**src/hw/fe_cfg_pkg.sv**
```systemverilog
package fe_cfg_pkg;

    // register and pc width
    localparam int RW = 16;

    // instruction word width
    localparam int I_SIZE = 32;

    // instruction memory address bits, 256 words
    // pc bits above these are not decoded
    localparam int IMEM_AW = 8;

    // slowest read, the fastest takes a single cycle
    localparam int LAT_MAX = 4;

    // fetch to decode queue entries, kept a power of two
    localparam int Q_DEPTH = 4;

endpackage
```
**src/hw/instr_queue.sv**
```systemverilog
module instr_queue (
    input  logic                          i_clk,
    input  logic                          i_rst,
    input  logic                          i_flush,

    input  logic                          i_push,
    input  logic [fe_cfg_pkg::I_SIZE-1:0] i_instr,
    input  logic                          i_pred,
    input  logic [fe_cfg_pkg::RW-1:0]     i_pc,
    output logic                          o_ready_early,

    output logic                          o_valid,
    output logic [fe_cfg_pkg::I_SIZE-1:0] o_instr,
    output logic                          o_pred,
    output logic [fe_cfg_pkg::RW-1:0]     o_pc,
    input  logic                          i_ready
);

    localparam int PTR_W = $clog2(fe_cfg_pkg::Q_DEPTH);
    localparam int CNT_W = $clog2(fe_cfg_pkg::Q_DEPTH + 1);
    localparam logic [CNT_W-1:0] FULL = CNT_W'(fe_cfg_pkg::Q_DEPTH);

    logic [fe_cfg_pkg::I_SIZE-1:0] instr_mem [fe_cfg_pkg::Q_DEPTH];
    logic                          pred_mem  [fe_cfg_pkg::Q_DEPTH];
    logic [fe_cfg_pkg::RW-1:0]     pc_mem    [fe_cfg_pkg::Q_DEPTH];

    // pointers wrap by overflow since the depth is a power of two
    logic [PTR_W-1:0] wr_ptr;
    logic [PTR_W-1:0] rd_ptr;
    logic [CNT_W-1:0] count;
    logic             do_push;
    logic             do_pop;

    assign do_push = i_push && !i_flush;
    assign do_pop  = o_valid && i_ready;

    // nothing leaves while the queue is being flushed
    assign o_valid = (count != '0) && !i_flush;
    assign o_instr = instr_mem[rd_ptr];
    assign o_pred  = pred_mem[rd_ptr];
    assign o_pc    = pc_mem[rd_ptr];

    // leaves room for the word in flight plus the one the ready allows
    assign o_ready_early = i_push ? (count < FULL - 1'b1) : (count < FULL);

    always_ff @(posedge i_clk) begin
        if (do_push) begin
            instr_mem[wr_ptr] <= i_instr;
            pred_mem[wr_ptr]  <= i_pred;
            pc_mem[wr_ptr]    <= i_pc;
        end
    end

    always_ff @(posedge i_clk) begin
        if (i_rst || i_flush) begin
            wr_ptr <= '0;
            rd_ptr <= '0;
            count  <= '0;
        end else begin
            if (do_push) begin
                wr_ptr <= wr_ptr + 1'b1;
            end
            if (do_pop) begin
                rd_ptr <= rd_ptr + 1'b1;
            end
            case ({do_push, do_pop})
                2'b10:   count <= count + 1'b1;
                2'b01:   count <= count - 1'b1;
                default: count <= count;
            endcase
        end
    end

endmodule

```
**config.mk**
```make
export PLATFORM = sky130hd
export DESIGN_NAME = instr_queue
export DESIGN_NICKNAME = d
export VERILOG_FILES = /design/src/hw/fe_cfg_pkg.sv /design/src/hw/instr_queue.sv
export SDC_FILE = /design/constraint.sdc
export NUM_CORES = 1
export LEC_CHECK = 0
export BUFFER_PORTS_ARGS = -buffer_cell sky130_fd_sc_hd__buf_2
export CORE_UTILIZATION = 56
export DETAILED_ROUTE_END_ITERATION = 8
export PLACE_DENSITY_LB_ADDON = 0.3
export SKIP_LAST_GASP = 1
export SYNTH_ARGS = -nofsm -noshare
export SYNTH_HDL_FRONTEND = slang
export SYNTH_SLANG_ARGS = --single-unit
```
**constraint.sdc**
```tcl
create_clock -name i_clk -period 4.3 [get_ports i_clk]
set_clock_uncertainty 0.15 [all_clocks]
set_input_delay 0 -clock i_clk [delete_from_list [all_inputs] [get_ports i_clk]]
set_output_delay 0 -clock i_clk [all_outputs]
set_load 0.05 [all_outputs]
```
After elaboration in Yosys (flattened, before gate mapping)
Memory sizes are Yosys's and may differ from the RTL's. A register that Yosys moved wholly into a read port is not among the register bits.
Cells that the tools add are included.
{"block": "totals", "reg_bits": 7, "latchBits": 0, "ram_bits": 196, "mem_bits_ro": 0, "in_bits": 54, "out_inout_bits": 51, "wordCells": 31, "memories": 3}
{"name": "instr_mem", "depth": 4, "width": 32, "rd": 1, "rd_ports_with_merged_regs": 1, "wr": 1, "line": "instr_queue.sv:23", "source": "logic [fe_cfg_pkg::I_SIZE-1:0] instr_mem [fe_cfg_pkg::Q_DEPTH];"}
{"name": "pc_mem", "depth": 4, "width": 16, "rd": 1, "rd_ports_with_merged_regs": 1, "wr": 1, "line": "instr_queue.sv:25", "source": "logic [fe_cfg_pkg::RW-1:0] pc_mem [fe_cfg_pkg::Q_DEPTH];"}
{"name": "pred_mem", "depth": 4, "width": 1, "rd": 1, "rd_ports_with_merged_regs": 1, "wr": 1, "line": "instr_queue.sv:24", "source": "logic pred_mem [fe_cfg_pkg::Q_DEPTH];"}
{"block": "classes", "n_addsub": 4, "multipliers": 0, "div": 0, "n_lt_le_gt_ge": 2, "n_eq_ne": 2, "n_shift": 0, "muxes": 10, "bitwise": 0, "reduce_logical": 7}
{"op": "2-bit 2-to-1 mux", "count": 6}
{"op": "3-bit case mux with 2 select lines", "count": 1}
{"op": "2-bit by 1-bit adder with 2-bit output (second input constant)", "count": 2}
{"op": "3-bit by 1-bit adder with 3-bit output (second input constant)", "count": 1}
{"op": "1-bit logical AND", "count": 3}
{"op": "3-bit by 2-bit < comparator with 1-bit output (second input constant)", "count": 1}
{"op": "3-bit < comparator (second input constant)", "count": 1}
{"op": "1-bit 2-to-1 mux", "count": 3}
{"op": "3-bit nonzero test", "count": 1}
{"op": "3-bit by 1-bit subtractor with 3-bit output (second input constant)", "count": 1}
{"op": "2-bit by 1-bit == test with 1-bit output (second input constant)", "count": 1}
{"op": "2-bit == test (second input constant)", "count": 1}
{"op": "2-bit nonzero test", "count": 1}
{"op": "1-bit logical NOT", "count": 1}
{"op": "1-bit logical OR", "count": 1}

Depth between registers and ports, before layout
{"block": "depth", "word_depth": 5, "ltp_mapped": 8, "depth_no_buf": 8}

Worst setup path after synthesis
No wires, ideal clock.
{"block": "synth_path", "path_kind": "register -> register", "startpoint": "register count[0]", "endpoint": "register count[2]", "arrival_time_ns": 2.059, "setup_slack_ns": 2.021, "path_stages_with_launch": 9, "n_path_buf": 0, "period_less_slack_ns": 2.279, "path_cell_list": "dfxtp_1 > nor3_1 > nor3b_1 > ha_1 > inv_1 > fa_1 > xor2_1 > or3_1 > a21oi_1"}
{"block": "synth_via", "elab_chain_cells": 5}
{"item": "from (decl)", "line": "instr_queue.sv:30", "source": "logic [CNT_W-1:0] count;"}
{"item": "from (signal assigned)", "line": "instr_queue.sv:67", "source": "2'b10: count <= count + 1'b1;"}
{"item": "from (signal assigned)", "line": "instr_queue.sv:68", "source": "2'b01: count <= count - 1'b1;"}
{"item": "from (signal assigned)", "line": "instr_queue.sv:69", "source": "default: count <= count;"}
{"item": "3-bit nonzero test *", "line": "instr_queue.sv:38", "source": "assign o_valid = (count != '0) && !i_flush;"}
{"item": "1-bit logical AND *", "line": "instr_queue.sv:38"}
{"item": "1-bit logical AND *", "line": "instr_queue.sv:35", "source": "assign do_pop = o_valid && i_ready;"}
{"item": "net do_pop", "line": "instr_queue.sv:32", "source": "logic do_pop;"}
{"item": "2-bit by 1-bit == test with 1-bit output or 2-bit == test (tied branches)", "line": "instr_queue.sv:66", "source": "case ({do_push, do_pop})"}
{"item": "3-bit case mux with 2 select lines or 2-bit nonzero test (tied branches)"}
Mark *: on every way through the listed nets, which the timed path passes. The rest lies on a longest branch.
A chain may end at the register's enable or synchronous reset.

==> impl_metrics.py <==
metrics = {
    "routing": {
        "totalWireLength_um": 12800,
        "vias_per_cell": 5.44,
        "wl_per_cell_um": 19.0,
        "drtPass1Iterations": 6,
        "vias": 3672,
        "drc": 0,
        "first_iter_violations": 180,
        "postRouteAntennaNets": 0,
    },
    "critical_path": {
        "arrival_ns": 2.42,
        "start_kind": "flop",
        "worstSetupPathType": "flop to output pin",
        "end_kind": "output pin",
        "r2r_end": "count[2]",
        "max_stage_delay_ns": 1.01,
        "crit_chain": "mux4_1, buf_2",
        "worstRegToRegCells": 8,
        "cp_max_fo": 49,
        "r2r-start": "count[0]",
        "cp_slowest_cell": "dfxtp_4",
        "rrSetupSlack_ns": 1.78,
        "cp-endpoint": "o_pc[12]",
        "required_ns": 4.15,
    },
    "grt": {
        "grt_usage_pct": 19.3,
        "first_global_vias": 3983,
        "antenna_found_initial": 0,
        "grt.overflow.total": 0,
        "grt_pass1_wl_um": 20500,
        "grt_max_degree": 50,
    },
    "floorplanning": {
        "ios": 105,
        "die_area_um2": 14000,
        "die_y_um": 118,
        "initial_utilization_pct": 57.4,
        "row_count": 42,
        "fp.dieW_um": 118,
        "core_um2": 13200,
    },
    "worst_hold_path": {
        "min_path_type": "primary input to flop",
        "min_path_cells": 2,
    },
    "clocking": {
        "cts_root_buf": "clkbuf_16",
        "ctsResizeCount": 0,
        "htree_levels": 1,
        "cts_inserted_buffers": 21,
        "clk_pin_slew_ns": 0.06,
        "clock-sinks": 205,
        "hold_buffers": 56,
        "cts_tree": "yes",
        "clk_latency_ns": 0.47,
        "cts_setup_buffers": 0,
        "cts_buffer_depth": 3,
    },
    "run_status": {
        "outcome": "finished, final reports clean",
    },
    "layout": {
        "post-route-util_pct": 71.8,
        "drive_gt1_share_pct": 38.1,
        "n_fill_cell": 824,
        "area_growth_pct": 25.0,
        "final_cells": 675,
        "num_antenna_cells": 0,
        "fin_nets": 546,
        "final_common_cell": "edfxtp_1",
        "layout_common_cells": "edfxtp_1, buf_2, dlygate4sd3_1",
    },
    "pwr": {
        "p_leak_nw": 3.20,
        "ir_worst_vdd_uv": 259,
        "p_per_area_nw_per_um2": 438,
    },
    "timing": {
        "final_max_slew_viol_count": 0,
        "tightest_slew_ns": 0.986,
        "max_slew_margin_pct": 34.3,
        "fin_setup_tns_ns": 0,
        "hold_violations": 0,
        "setup_viol": 0,
        "period_share_pct": 59.8,
        "setup_ws_ns": 1.73,
        "hold_ws_ns": 0.131,
        "fmaxAchievable_mhz": 389,
        "period_minus_slack_ns": 2.57,
        "rsz0062_at_grt": "no",
    },
    "flow_run": {
        "maxCapViolations": 0,
    },
    "synthesis": {
        "synth_seq_area_share_pct": 80.1,
        "yosysUniqueCellTypes": 27,
        "syn-instance-count": 310,
        "yosysWarnings": 0,
        "syn_nets": 370,
        "yosys_register_bits": 205,
        "syn_area_per_cell_um2": 24.4,
        "synth_area_um2": 7570,
    },
    "place": {
        "pre_cts_slack_ns": 1.78,
        "gp_congestion": 0.696,
        "hpwl_um": 7330,
        "port_buffers": 104,
        "post-place-cells": 583,
    },
}
registers in the layout, summed over array words and instances (netlist names), named ones only:
signal and cells:
pc_mem 64, pred_mem 4, rd_ptr 2, wr_ptr 2
count 3, instr_mem 128
where the power goes:
part           switching, mW  internal [mW]  leakage (nW)
clock network          0.664           1.01         0.316
logic                  0.149         0.0926          1.03
registers            0.00968           2.22          1.85
synth_stat cells (all sizes together):
cell | number | area share (%)
fa | 1 | 0.26
clkbuf | 1 | 0.050
or2 | 1 | 0.083
or3 | 3 | 0.25
mux2i | 3 | 0.40
xor2 | 2 | 0.23
nor2 | 7 | 0.35
edfxtp | 196 | 78
inv | 6 | 0.30
a21oi | 3 | 0.20
nor2b | 1 | 0.083
a31oi | 1 | 0.083
xnor2 | 1 | 0.12
mux4 | 49 | 15
nor3 | 1 | 0.066
nand2 | 2 | 0.099
o21ai | 2 | 0.13
and2 | 4 | 0.33
dfxtp | 9 | 2.4
buf | 11 | 1.3
nor3b | 1 | 0.099
ha | 5 | 0.83
area by class of cell:
type                       instances  area, um^2  area share, %
timing repair buffer             165        1120           11.8
clock inverter                    12         106           1.12
inverter                           6        22.5          0.238
tap                              176         220           2.33
clock buffer                      24         537           5.67
sequential                       205        6070           64.1
multi-input combinational         87        1390           14.7
critical path: cells and delay by family, from the launching register on:
family	cells	cell delay (ns)
buf+inv	1	0.24
flops	1	1.01
mux	1	0.69
how the worst min path moves through the flow:
stage	to	startpoint
6_report	instr_mem[2][13]	i_instr[13]
5_1_grt	pc_mem[1][11]	i_pc[11]
4_1_cts	instr_mem[1][17]	i_instr[17]
3_5_place_dp	pc_mem[0][6]	i_pc[6]
3_3_place_gp	instr_mem[3][24]	i_instr[24]
2_1_floorplan	instr_mem[0][0]	i_instr[0]
cells by family after synthesis:
kind of cell    after synthesis  share of synthesized area [%]
simple gates                 20                           1.36
xor+xnor                      3                          0.347
mux                          52                           15.1
fa+ha+maj                     6                           1.09
flops                       205                           80.1
buf+inv                      18                           1.60
compound gates                6                          0.413
routing by layer:
| metal | global-route usage [%] | up-vias | part of all wire (%) |
|---|---|---|---|
| met4 | 4.89 | 0 | 1.3 |
| met1 | 24.7 | 1894 | 42 |
| li1 | - | 1654 | - |
| met2 | 33.8 | 109 | 51 |
| met5 | 0 | - | 0 |
| met3 | 4.25 | 15 | 5.7 |
per-stage QoR:
stage	cell area (um^2)	total power, mW
2_1_floorplan	7570	2.40
3_3_place_gp	8260	2.47
3_5_place_dp	8260	2.47
4_1_cts	9460	4.18
5_1_grt	9460	4.28
6_report	9460	4.15
(Power assumes the default switching activity.)
