## config.mk

```make
export PLATFORM = sky130hd
export DESIGN_NAME = fetch_stage
export DESIGN_NICKNAME = d
export VERILOG_FILES = /design/src/hw/isa_pkg.sv /design/src/hw/fe_cfg_pkg.sv /design/src/hw/fetch_stage.sv
export SDC_FILE = /design/constraint.sdc
export NUM_CORES = 1
export LEC_CHECK = 0
export BUFFER_PORTS_ARGS = -buffer_cell sky130_fd_sc_hd__buf_2
export CAP_MARGIN = 15
export CORE_ASPECT_RATIO = 0.6
export CORE_MARGIN = 2
export CORE_UTILIZATION = 35
export CTS_BUF_LIST = sky130_fd_sc_hd__clkbuf_8
export DETAILED_ROUTE_END_ITERATION = 10
export HOLD_SLACK_MARGIN = 0.06
export PLACE_DENSITY_LB_ADDON = 0.2
export SYNTH_ARGS = -nofsm -noshare
export SYNTH_HDL_FRONTEND = slang
export SYNTH_SLANG_ARGS = --single-unit
```

## constraint.sdc

```tcl
create_clock -name i_clk -period 4.4 [get_ports i_clk]
set_input_delay 0.22 -clock i_clk [delete_from_list [all_inputs] [get_ports i_clk]]
set_output_delay 0.22 -clock i_clk [all_outputs]
set_load 0.01 [all_outputs]
```

## src/hw/isa_pkg.sv

```systemverilog
package isa_pkg;

    // opcode field
    localparam int OPC_LSB = 0;
    localparam int OPC_MSB = 6;

    // branch condition field
    localparam int COND_LSB = 7;
    localparam int COND_MSB = 10;

    // immediate, also the absolute jump target
    localparam int IMM_LSB = 16;
    localparam int IMM_MSB = 31;

    // jump on condition, or always when the condition is zero
    localparam logic [OPC_MSB-OPC_LSB:0] OPC_JCOND = 7'h0e;

    // jump that ignores the condition field
    localparam logic [OPC_MSB-OPC_LSB:0] OPC_JMP = 7'h0f;

    localparam logic [COND_MSB-COND_LSB:0] COND_ALWAYS = 4'h0;

endpackage

```

## src/hw/fe_cfg_pkg.sv

```systemverilog
package fe_cfg_pkg;

    // register and pc width
    localparam int RW = 16;

    // instruction word width
    localparam int I_SIZE = 32;

    // instruction memory address bits, 256 words
    // pc bits above these are not decoded
    localparam int IMEM_AW = 8;

    // slowest read, the fastest takes a single cycle
    localparam int LAT_MAX = 4;

    // fetch to decode queue entries, kept a power of two
    localparam int Q_DEPTH = 4;

endpackage
```

## src/hw/fetch_stage.sv

```systemverilog
module fetch_stage (
    input  logic                          i_clk,
    input  logic                          i_rst,

    output logic [fe_cfg_pkg::RW-1:0]     o_req_addr,
    output logic                          o_req_active,
    input  logic [fe_cfg_pkg::I_SIZE-1:0] i_req_data,
    input  logic                          i_req_data_valid,

    input  logic                          i_next_ready,
    output logic                          o_submit,
    input  logic                          i_flush,
    input  logic [fe_cfg_pkg::RW-1:0]     i_exec_pc,

    output logic [fe_cfg_pkg::I_SIZE-1:0] o_instr,
    output logic                          o_jmp_predict,
    output logic [fe_cfg_pkg::RW-1:0]     o_pc
);

    // word parked while the queue cannot take it
    logic [fe_cfg_pkg::I_SIZE-1:0] hold_instr;
    logic                          hold_valid;

    // pc of o_instr and the address predicted to follow it
    logic [fe_cfg_pkg::RW-1:0]     fetch_pc;
    logic [fe_cfg_pkg::RW-1:0]     next_fetch_pc;
    logic                          next_branch_pred;

    // set when a read issued before a flush is still in the memory
    logic                          invalidate_request;

    // branch view of the last word
    logic [isa_pkg::OPC_MSB-isa_pkg::OPC_LSB:0]   instr_opc;
    logic [isa_pkg::COND_MSB-isa_pkg::COND_LSB:0] instr_cond;
    logic [fe_cfg_pkg::RW-1:0]                    instr_imm;

    assign instr_opc  = o_instr[isa_pkg::OPC_MSB:isa_pkg::OPC_LSB];
    assign instr_cond = o_instr[isa_pkg::COND_MSB:isa_pkg::COND_LSB];
    assign instr_imm  = o_instr[isa_pkg::IMM_MSB:isa_pkg::IMM_LSB];

    // the request address follows the prediction without a register stage
    assign o_req_addr    = next_fetch_pc;
    assign o_jmp_predict = next_branch_pred;
    assign o_pc          = fetch_pc;

    always_ff @(posedge i_clk) begin
        if (i_rst) begin
            // all ones, so the first prediction lands on pc 0
            fetch_pc           <= '1;
            o_instr            <= '0;
            o_submit           <= 1'b0;
            o_req_active       <= 1'b0;
            hold_valid         <= 1'b0;
            invalidate_request <= 1'b0;
        end else if (i_flush) begin
            o_submit   <= 1'b0;
            hold_valid <= 1'b0;
            // one below the target, a cleared word then predicts +1
            fetch_pc   <= i_exec_pc - 1'b1;
            o_instr    <= '0;
            // an active request may already be in the memory
            invalidate_request <= o_req_active;
        end else if (i_req_data_valid && invalidate_request) begin
            // stale word from before the flush, drop it and fetch again
            invalidate_request <= 1'b0;
            o_req_active       <= 1'b1;
            o_submit           <= 1'b0;
        end else if (i_req_data_valid && i_next_ready) begin
            o_instr      <= i_req_data;
            fetch_pc     <= next_fetch_pc;
            o_submit     <= 1'b1;
            o_req_active <= 1'b1;
        end else if (i_req_data_valid) begin
            // queue is full, park the word and stop reading
            hold_instr   <= i_req_data;
            hold_valid   <= 1'b1;
            o_req_active <= 1'b0;
            o_submit     <= 1'b0;
        end else if (hold_valid && i_next_ready) begin
            o_instr      <= hold_instr;
            fetch_pc     <= next_fetch_pc;
            o_submit     <= 1'b1;
            hold_valid   <= 1'b0;
            o_req_active <= 1'b1;
        end else if (!hold_valid) begin
            o_req_active <= 1'b1;
            o_submit     <= 1'b0;
        end
    end

    // static prediction from the last word and its pc
    always_comb begin
        next_fetch_pc    = fetch_pc + 1'b1;
        next_branch_pred = 1'b0;
        if (instr_opc == isa_pkg::OPC_JCOND) begin
            // conditional jumps are taken only when they go backward
            if (instr_cond == isa_pkg::COND_ALWAYS || instr_imm < fetch_pc) begin
                next_fetch_pc    = instr_imm;
                next_branch_pred = 1'b1;
            end
        end else if (instr_opc == isa_pkg::OPC_JMP) begin
            next_fetch_pc    = instr_imm;
            next_branch_pred = 1'b1;
        end
    end

endmodule

```

# [Word-level counts from Yosys, hierarchy flattened]
# Cells that the tools add are included.
[word_totals] ram_bits=0 register_bits=84 latchBits=0 output_inout_bits=67 mem_count=0 input_bits=53 word_cells=64 mem_bits_ro=0
[classes] reduce_logical=16 bitwise_logic=4 mul=0 n_eq_ne=7 shift=0 div=0 n_mux=27 add_sub_neg=2 n_lt_le_gt_ge=1
[ops] cell="two-way mux 16 bit" n=8
[ops] cell="two-way mux 32 bit" n=3
[ops] cell="adder 16 x 1 -> 16 bit (second input constant)" n=1
[ops] cell="less-than comparator 16 bit" n=1
[ops] cell="two-way mux 1 bit" n=16
[ops] cell="subtractor 16 x 1 -> 16 bit (second input constant)" n=1
[ops] cell="== test 7 x 4 -> 1 bit (second input constant)" n=2
[ops] cell="AND reduction 3 bit" n=3
[ops] cell="nonzero test 2 bit" n=3
[ops] cell="!= test 5 x 2 -> 1 bit (second input constant)" n=1
[ops] cell="AND reduction 5 bit" n=1
[ops] cell="logical NOT 4 bit" n=1
[ops] cell="!= test 4 x 2 -> 1 bit (second input constant)" n=1
[ops] cell="NOT 1 bit" n=4
[ops] cell="logical AND 1 bit" n=3
[ops] cell="!= test 3 x 1 -> 1 bit (second input constant)" n=1
[ops] cell="nonzero test 3 bit" n=1
[ops] cell="OR reduction 3 bit" n=1
[ops] cell="!= test 2 x 1 -> 1 bit (second input constant)" n=1
[ops] cell="!= test 2 bit (second input constant)" n=1
[ops] cell="AND reduction 2 bit" n=1
[ops] cell="OR reduction 2 bit" n=1
[ops] cell="logical OR 1 bit" n=1

# [Logic depth before layout (Yosys ltp)]
[logic_depth] depth_word=9 ltp_mapped=12 mapped_depth_nobuf=9

# [Worst setup path before layout]
# OpenSTA, ideal clock, no wires.
[synth_path] kind="reg-to-output" from="register fetch_pc, in the netlist o_pc[13]" to="output o_req_addr[10] in the netlist's numbering" path_buffers=2 required_ns=4.180 arrival_time_ns=2.611 path_stages_with_launch=11 setup_slack_ns=1.569 path_cell_list="dfxtp_1 -> inv_1 -> ha_1 -> nand4_1 -> or2_1 -> or4_1 -> o2111ai_2 -> a21oi_2 -> buf_2 -> buf_2 -> o21ai_0"
[synth_between] elab_chain_cells=4
[synth_lines] element="start, declared" line="fetch_stage.sv:25" text="logic [fe_cfg_pkg::RW-1:0] fetch_pc;"
[synth_lines] element="start signal, assigned" line="fetch_stage.sv:59" text="fetch_pc <= i_exec_pc - 1'b1;"
[synth_lines] element="start signal, assigned" line="fetch_stage.sv:70" text="fetch_pc <= next_fetch_pc;"
[synth_lines] element="start signal, assigned" line="fetch_stage.sv:81" text="fetch_pc <= next_fetch_pc;"
[synth_lines] element="less-than comparator 16 bit" line="fetch_stage.sv:97" text="if (instr_cond == isa_pkg::COND_ALWAYS || instr_imm < fetch_pc) begin"
[synth_lines] element="logical OR 1 bit" line="fetch_stage.sv:97"
[synth_lines] element="two-way mux 16 bit" line="fetch_stage.sv:97"
[synth_lines] element="two-way mux 16 bit" line="fetch_stage.sv:95" text="if (instr_opc == isa_pkg::OPC_JCOND) begin"
[synth_lines] element="end, declared" line="fetch_stage.sv:5" text="output logic [fe_cfg_pkg::RW-1:0] o_req_addr,"
# No other way between the ends.

# [Worst setup path in the final report]
[layout_path] from="register fetch_pc, in the netlist o_pc[13]" to="output o_req_addr[1] in the netlist's numbering"
# The elaborated chain is that of the path after synthesis.

==> flow_summary.toml <==
[setup_path]
criticalPathCategory = "reg -> out"
critPathRequiredTime_ns = 4.18
cp-end-kind = "output pin"
cp_data_arrival_time_ns = 3.42
cp_max_fo = 41
regToRegSetupSlack_ns = 1.14
regToRegStartpoint = "o_pc[13]"
ff2ff_path_depth = 10
r2r-end = "o_pc[1]"
start_kind = "flip-flop"

[yosys]
ys_types = 52
synthFlopType = "dfxtp_1"
synth_edf_count = 32
ys_seq_area_share_pct = 43.2
async_flop_share_pct = 0
yosysWarnings = 0
synth_top_area_share_pct = 22.5
post_synth.cell_area_avg_um2 = 8.74
syn_nets = 600
netlist_top_cells_area = "dfxtp_1 22%, edfxtp_1 21%, a311oi_1 6.4%"
netlist_instances = 530
synth_area_mm2 = 0.00463
synth_top_cell_by_area = "dfxtp_1"
synth-seq-cells = 84

[finish]
syn2layout_area_growth_pct = 26.4
drive_gt1_share_pct = 23.2
final_core_util_pct = 45.4
final_cell_mix = "119 x buf_2, 56 x nand2_1, 56 x nor2_1"
layout_commonest_cell = "buf_2"
antenna_cells = 0
layout.nets = 730

[routing]
wl_per_cell_um = 18.4
remaining_drc_errors = 0
met2_wirelength_mm = 6.44
wl_met3_mm = 1.03
highest_layer = "met4"
postRouteAntennaNets = 0
via_per_inst = 5.57
met1Wirelength_mm = 7.74
dr_total_vias = 4650
drt-total-wl_mm = 15.4
drt_iter0_drc = 378
drtPass1Iterations = 5

[clock_tree]
clk_pin_slew_ns = 0.09
cts_buffers = 9
h-tree-depth = 3
cts_tree = "done"
clockBufferDepth = 2
cts.sinks = 84
clock_latency_ns = 0.37
cts-root-buf = "clkbuf_8"

[run]
maxCapViolCount = 0

[die]
row_count = 32
die_w_um = 153
core_area_mm2 = 0.0129
start_util_pct = 35.9
die-area_mm2 = 0.0142
die_h_um = 93.1
ioPinCount = 120

[outcome]
status = "finished clean"

[pwr]
total_leakage_power_nw = 2.40
power_density_mw_per_mm2 = 314
vdd_drop_max_uv = 145

[worst_hold_path]
min_path_type = "in -> reg"
min_path_cells = 1
min_to = "hold_instr[30]"
min_from = "i_req_data[30]"

[place]
io_buffers = 119
gp_congestion = 0.850
hpwl_mm = 10.9

[timing]
finalCriticalPeriod_ns = 3.64
fin_skew_ns = 0.0106
fmax_ghz = 0.275
final-setup-viol-count = 0
post-route-period-util_pct = 82.7
tightestPinTransition_ns = 0.986
rsz0062_at_grt = "no"
hold_viol_final = 0
slew_violations = 0
slew_headroom_pct = 34.1
fin_tns_setup_ns = 0

[global_routing]
antenna_found_initial = 0
grt_pass1_wl_mm = 23.9
grtUsageTotal_pct = 21.4
grt_pass1_vias = 4252
grt_max_degree = 45
overflow = 0
flip-flops by register name, indices dropped and copies added, names as in the netlist:
register,cells
hold_instr,32
hold_valid,1
invalidate_request,1
o_instr,32
o_pc,16
o_req_active,1
o_submit,1
cell families (layout without fill, tap and decap cells):
kind of cell               after synthesis  count (layout)  synth area share, %
AOI/OAI and AO/OA                      107             107                 16.9
and+or+nand+nor                        226             226                 23.1
xor gates and xnor gates                25              25                 4.73
DFF                                     84              84                 43.2
buffers and inverters                   60             195                 4.97
muxes                                   11              11                 2.54
adders and majority gates               17              17                 4.59
layer usage:
metal | up-vias | global-route usage [%]
li1 | 2220 | -
met1 | 2271 | 32.4
met2 | 145 | 31.0
met3 | 14 | 4.68
met4 | 0 | 4.48
met5 | - | 0
final cells by class:
class | count | area [µm²]
well taps | 170 | 213
repair buffers | 156 | 948
clock inverters | 7 | 75.1
inverters | 23 | 86.3
clock buffers | 9 | 124
multi-input cells | 386 | 2410
fillers | 1325 | 7030
flip-flops and latches | 84 | 2000
repair_timing:
action | CTS | global route
setup buffers | 0 | 0
endpoints found under the hold margin | 30 | 0
hold buffers | 30 | 0
gates resized for setup | 0 | 0
endpoints found under the setup margin | 0 | 0
cell usage after synthesis, types with 2 or more instances:
cell / instances
nor3_1: 16
and3_1: 5
o211ai_1: 2
dfxtp_1: 52
nand4_1: 7
clkbuf_1: 30
o21a_1: 3
a211oi_1: 8
buf_2: 4
a311oi_1: 34
o21ai_0: 21
inv_1: 23
nor4b_1: 2
a221oi_1: 2
buf_1: 3
nor2_1: 57
ha_1: 17
nor3b_1: 2
a22oi_1: 3
mux2_2: 6
mux2i_1: 5
nor4_1: 8
or4_1: 5
nor2b_1: 3
a31o_2: 2
xor2_1: 7
a21oi_1: 14
or3_1: 8
edfxtp_1: 32
xnor2_1: 18
nand2_1: 56
a31oi_1: 4
a21o_1: 2
nand3_1: 50
a2111oi_0: 2
worst max-delay path by stage:
| stage | startpoint | endpoint | slack, ns | cells after the start |
|---|---|---|---|---|
| 3_3_place_gp | o_pc[13] | o_pc[1] | 1.24 | 10 |
| 6_report | o_pc[13] | o_req_addr[1] | 0.76 | 10 |
| 5_1_grt | o_pc[1] | o_req_addr[1] | 0.56 | 9 |
| 2_1_floorplan | o_pc[13] | o_req_addr[10] | 1.57 | 10 |
| 4_1_cts | o_pc[13] | o_req_addr[1] | 0.79 | 10 |
| 3_5_place_dp | o_pc[13] | o_pc[1] | 1.21 | 10 |
per-stage QoR:
stage          cells  hold slack [ns]  area (µm²)  power (mW)  worst slack [ns]
6_report         835           0.0820        5860        1.84             0.761
5_1_grt          835           0.0603        5860        1.93             0.559
4_1_cts          835           0.0602        5860        1.86             0.785
3_5_place_dp     789            0.415        5360        1.26              1.21
3_3_place_gp     789            0.414        5360        1.25              1.24
2_1_floorplan    530            0.319        4630        1.10              1.57
worst max-delay path, stage by stage (launching register included):
cell	delay (ns)
dfxtp_1	0.54
inv_1	0.13
ha_1	0.34
a211oi_1	0.20
o21ai_0	0.12
o2111ai_1	0.21
o2111ai_2	0.34
a21oi_2	0.21
buf_4	0.40
mux2_2	0.41
buf_2	0.14
report_power, final:
part           internal [mW]  total, mW  leakage [nW]  switching [mW]
Combinational          0.160      0.384          1.58           0.223
Clock                  0.266      0.580        0.0976           0.314
Sequential             0.837      0.877         0.717          0.0396
Power figures use the tool's default switching activity.
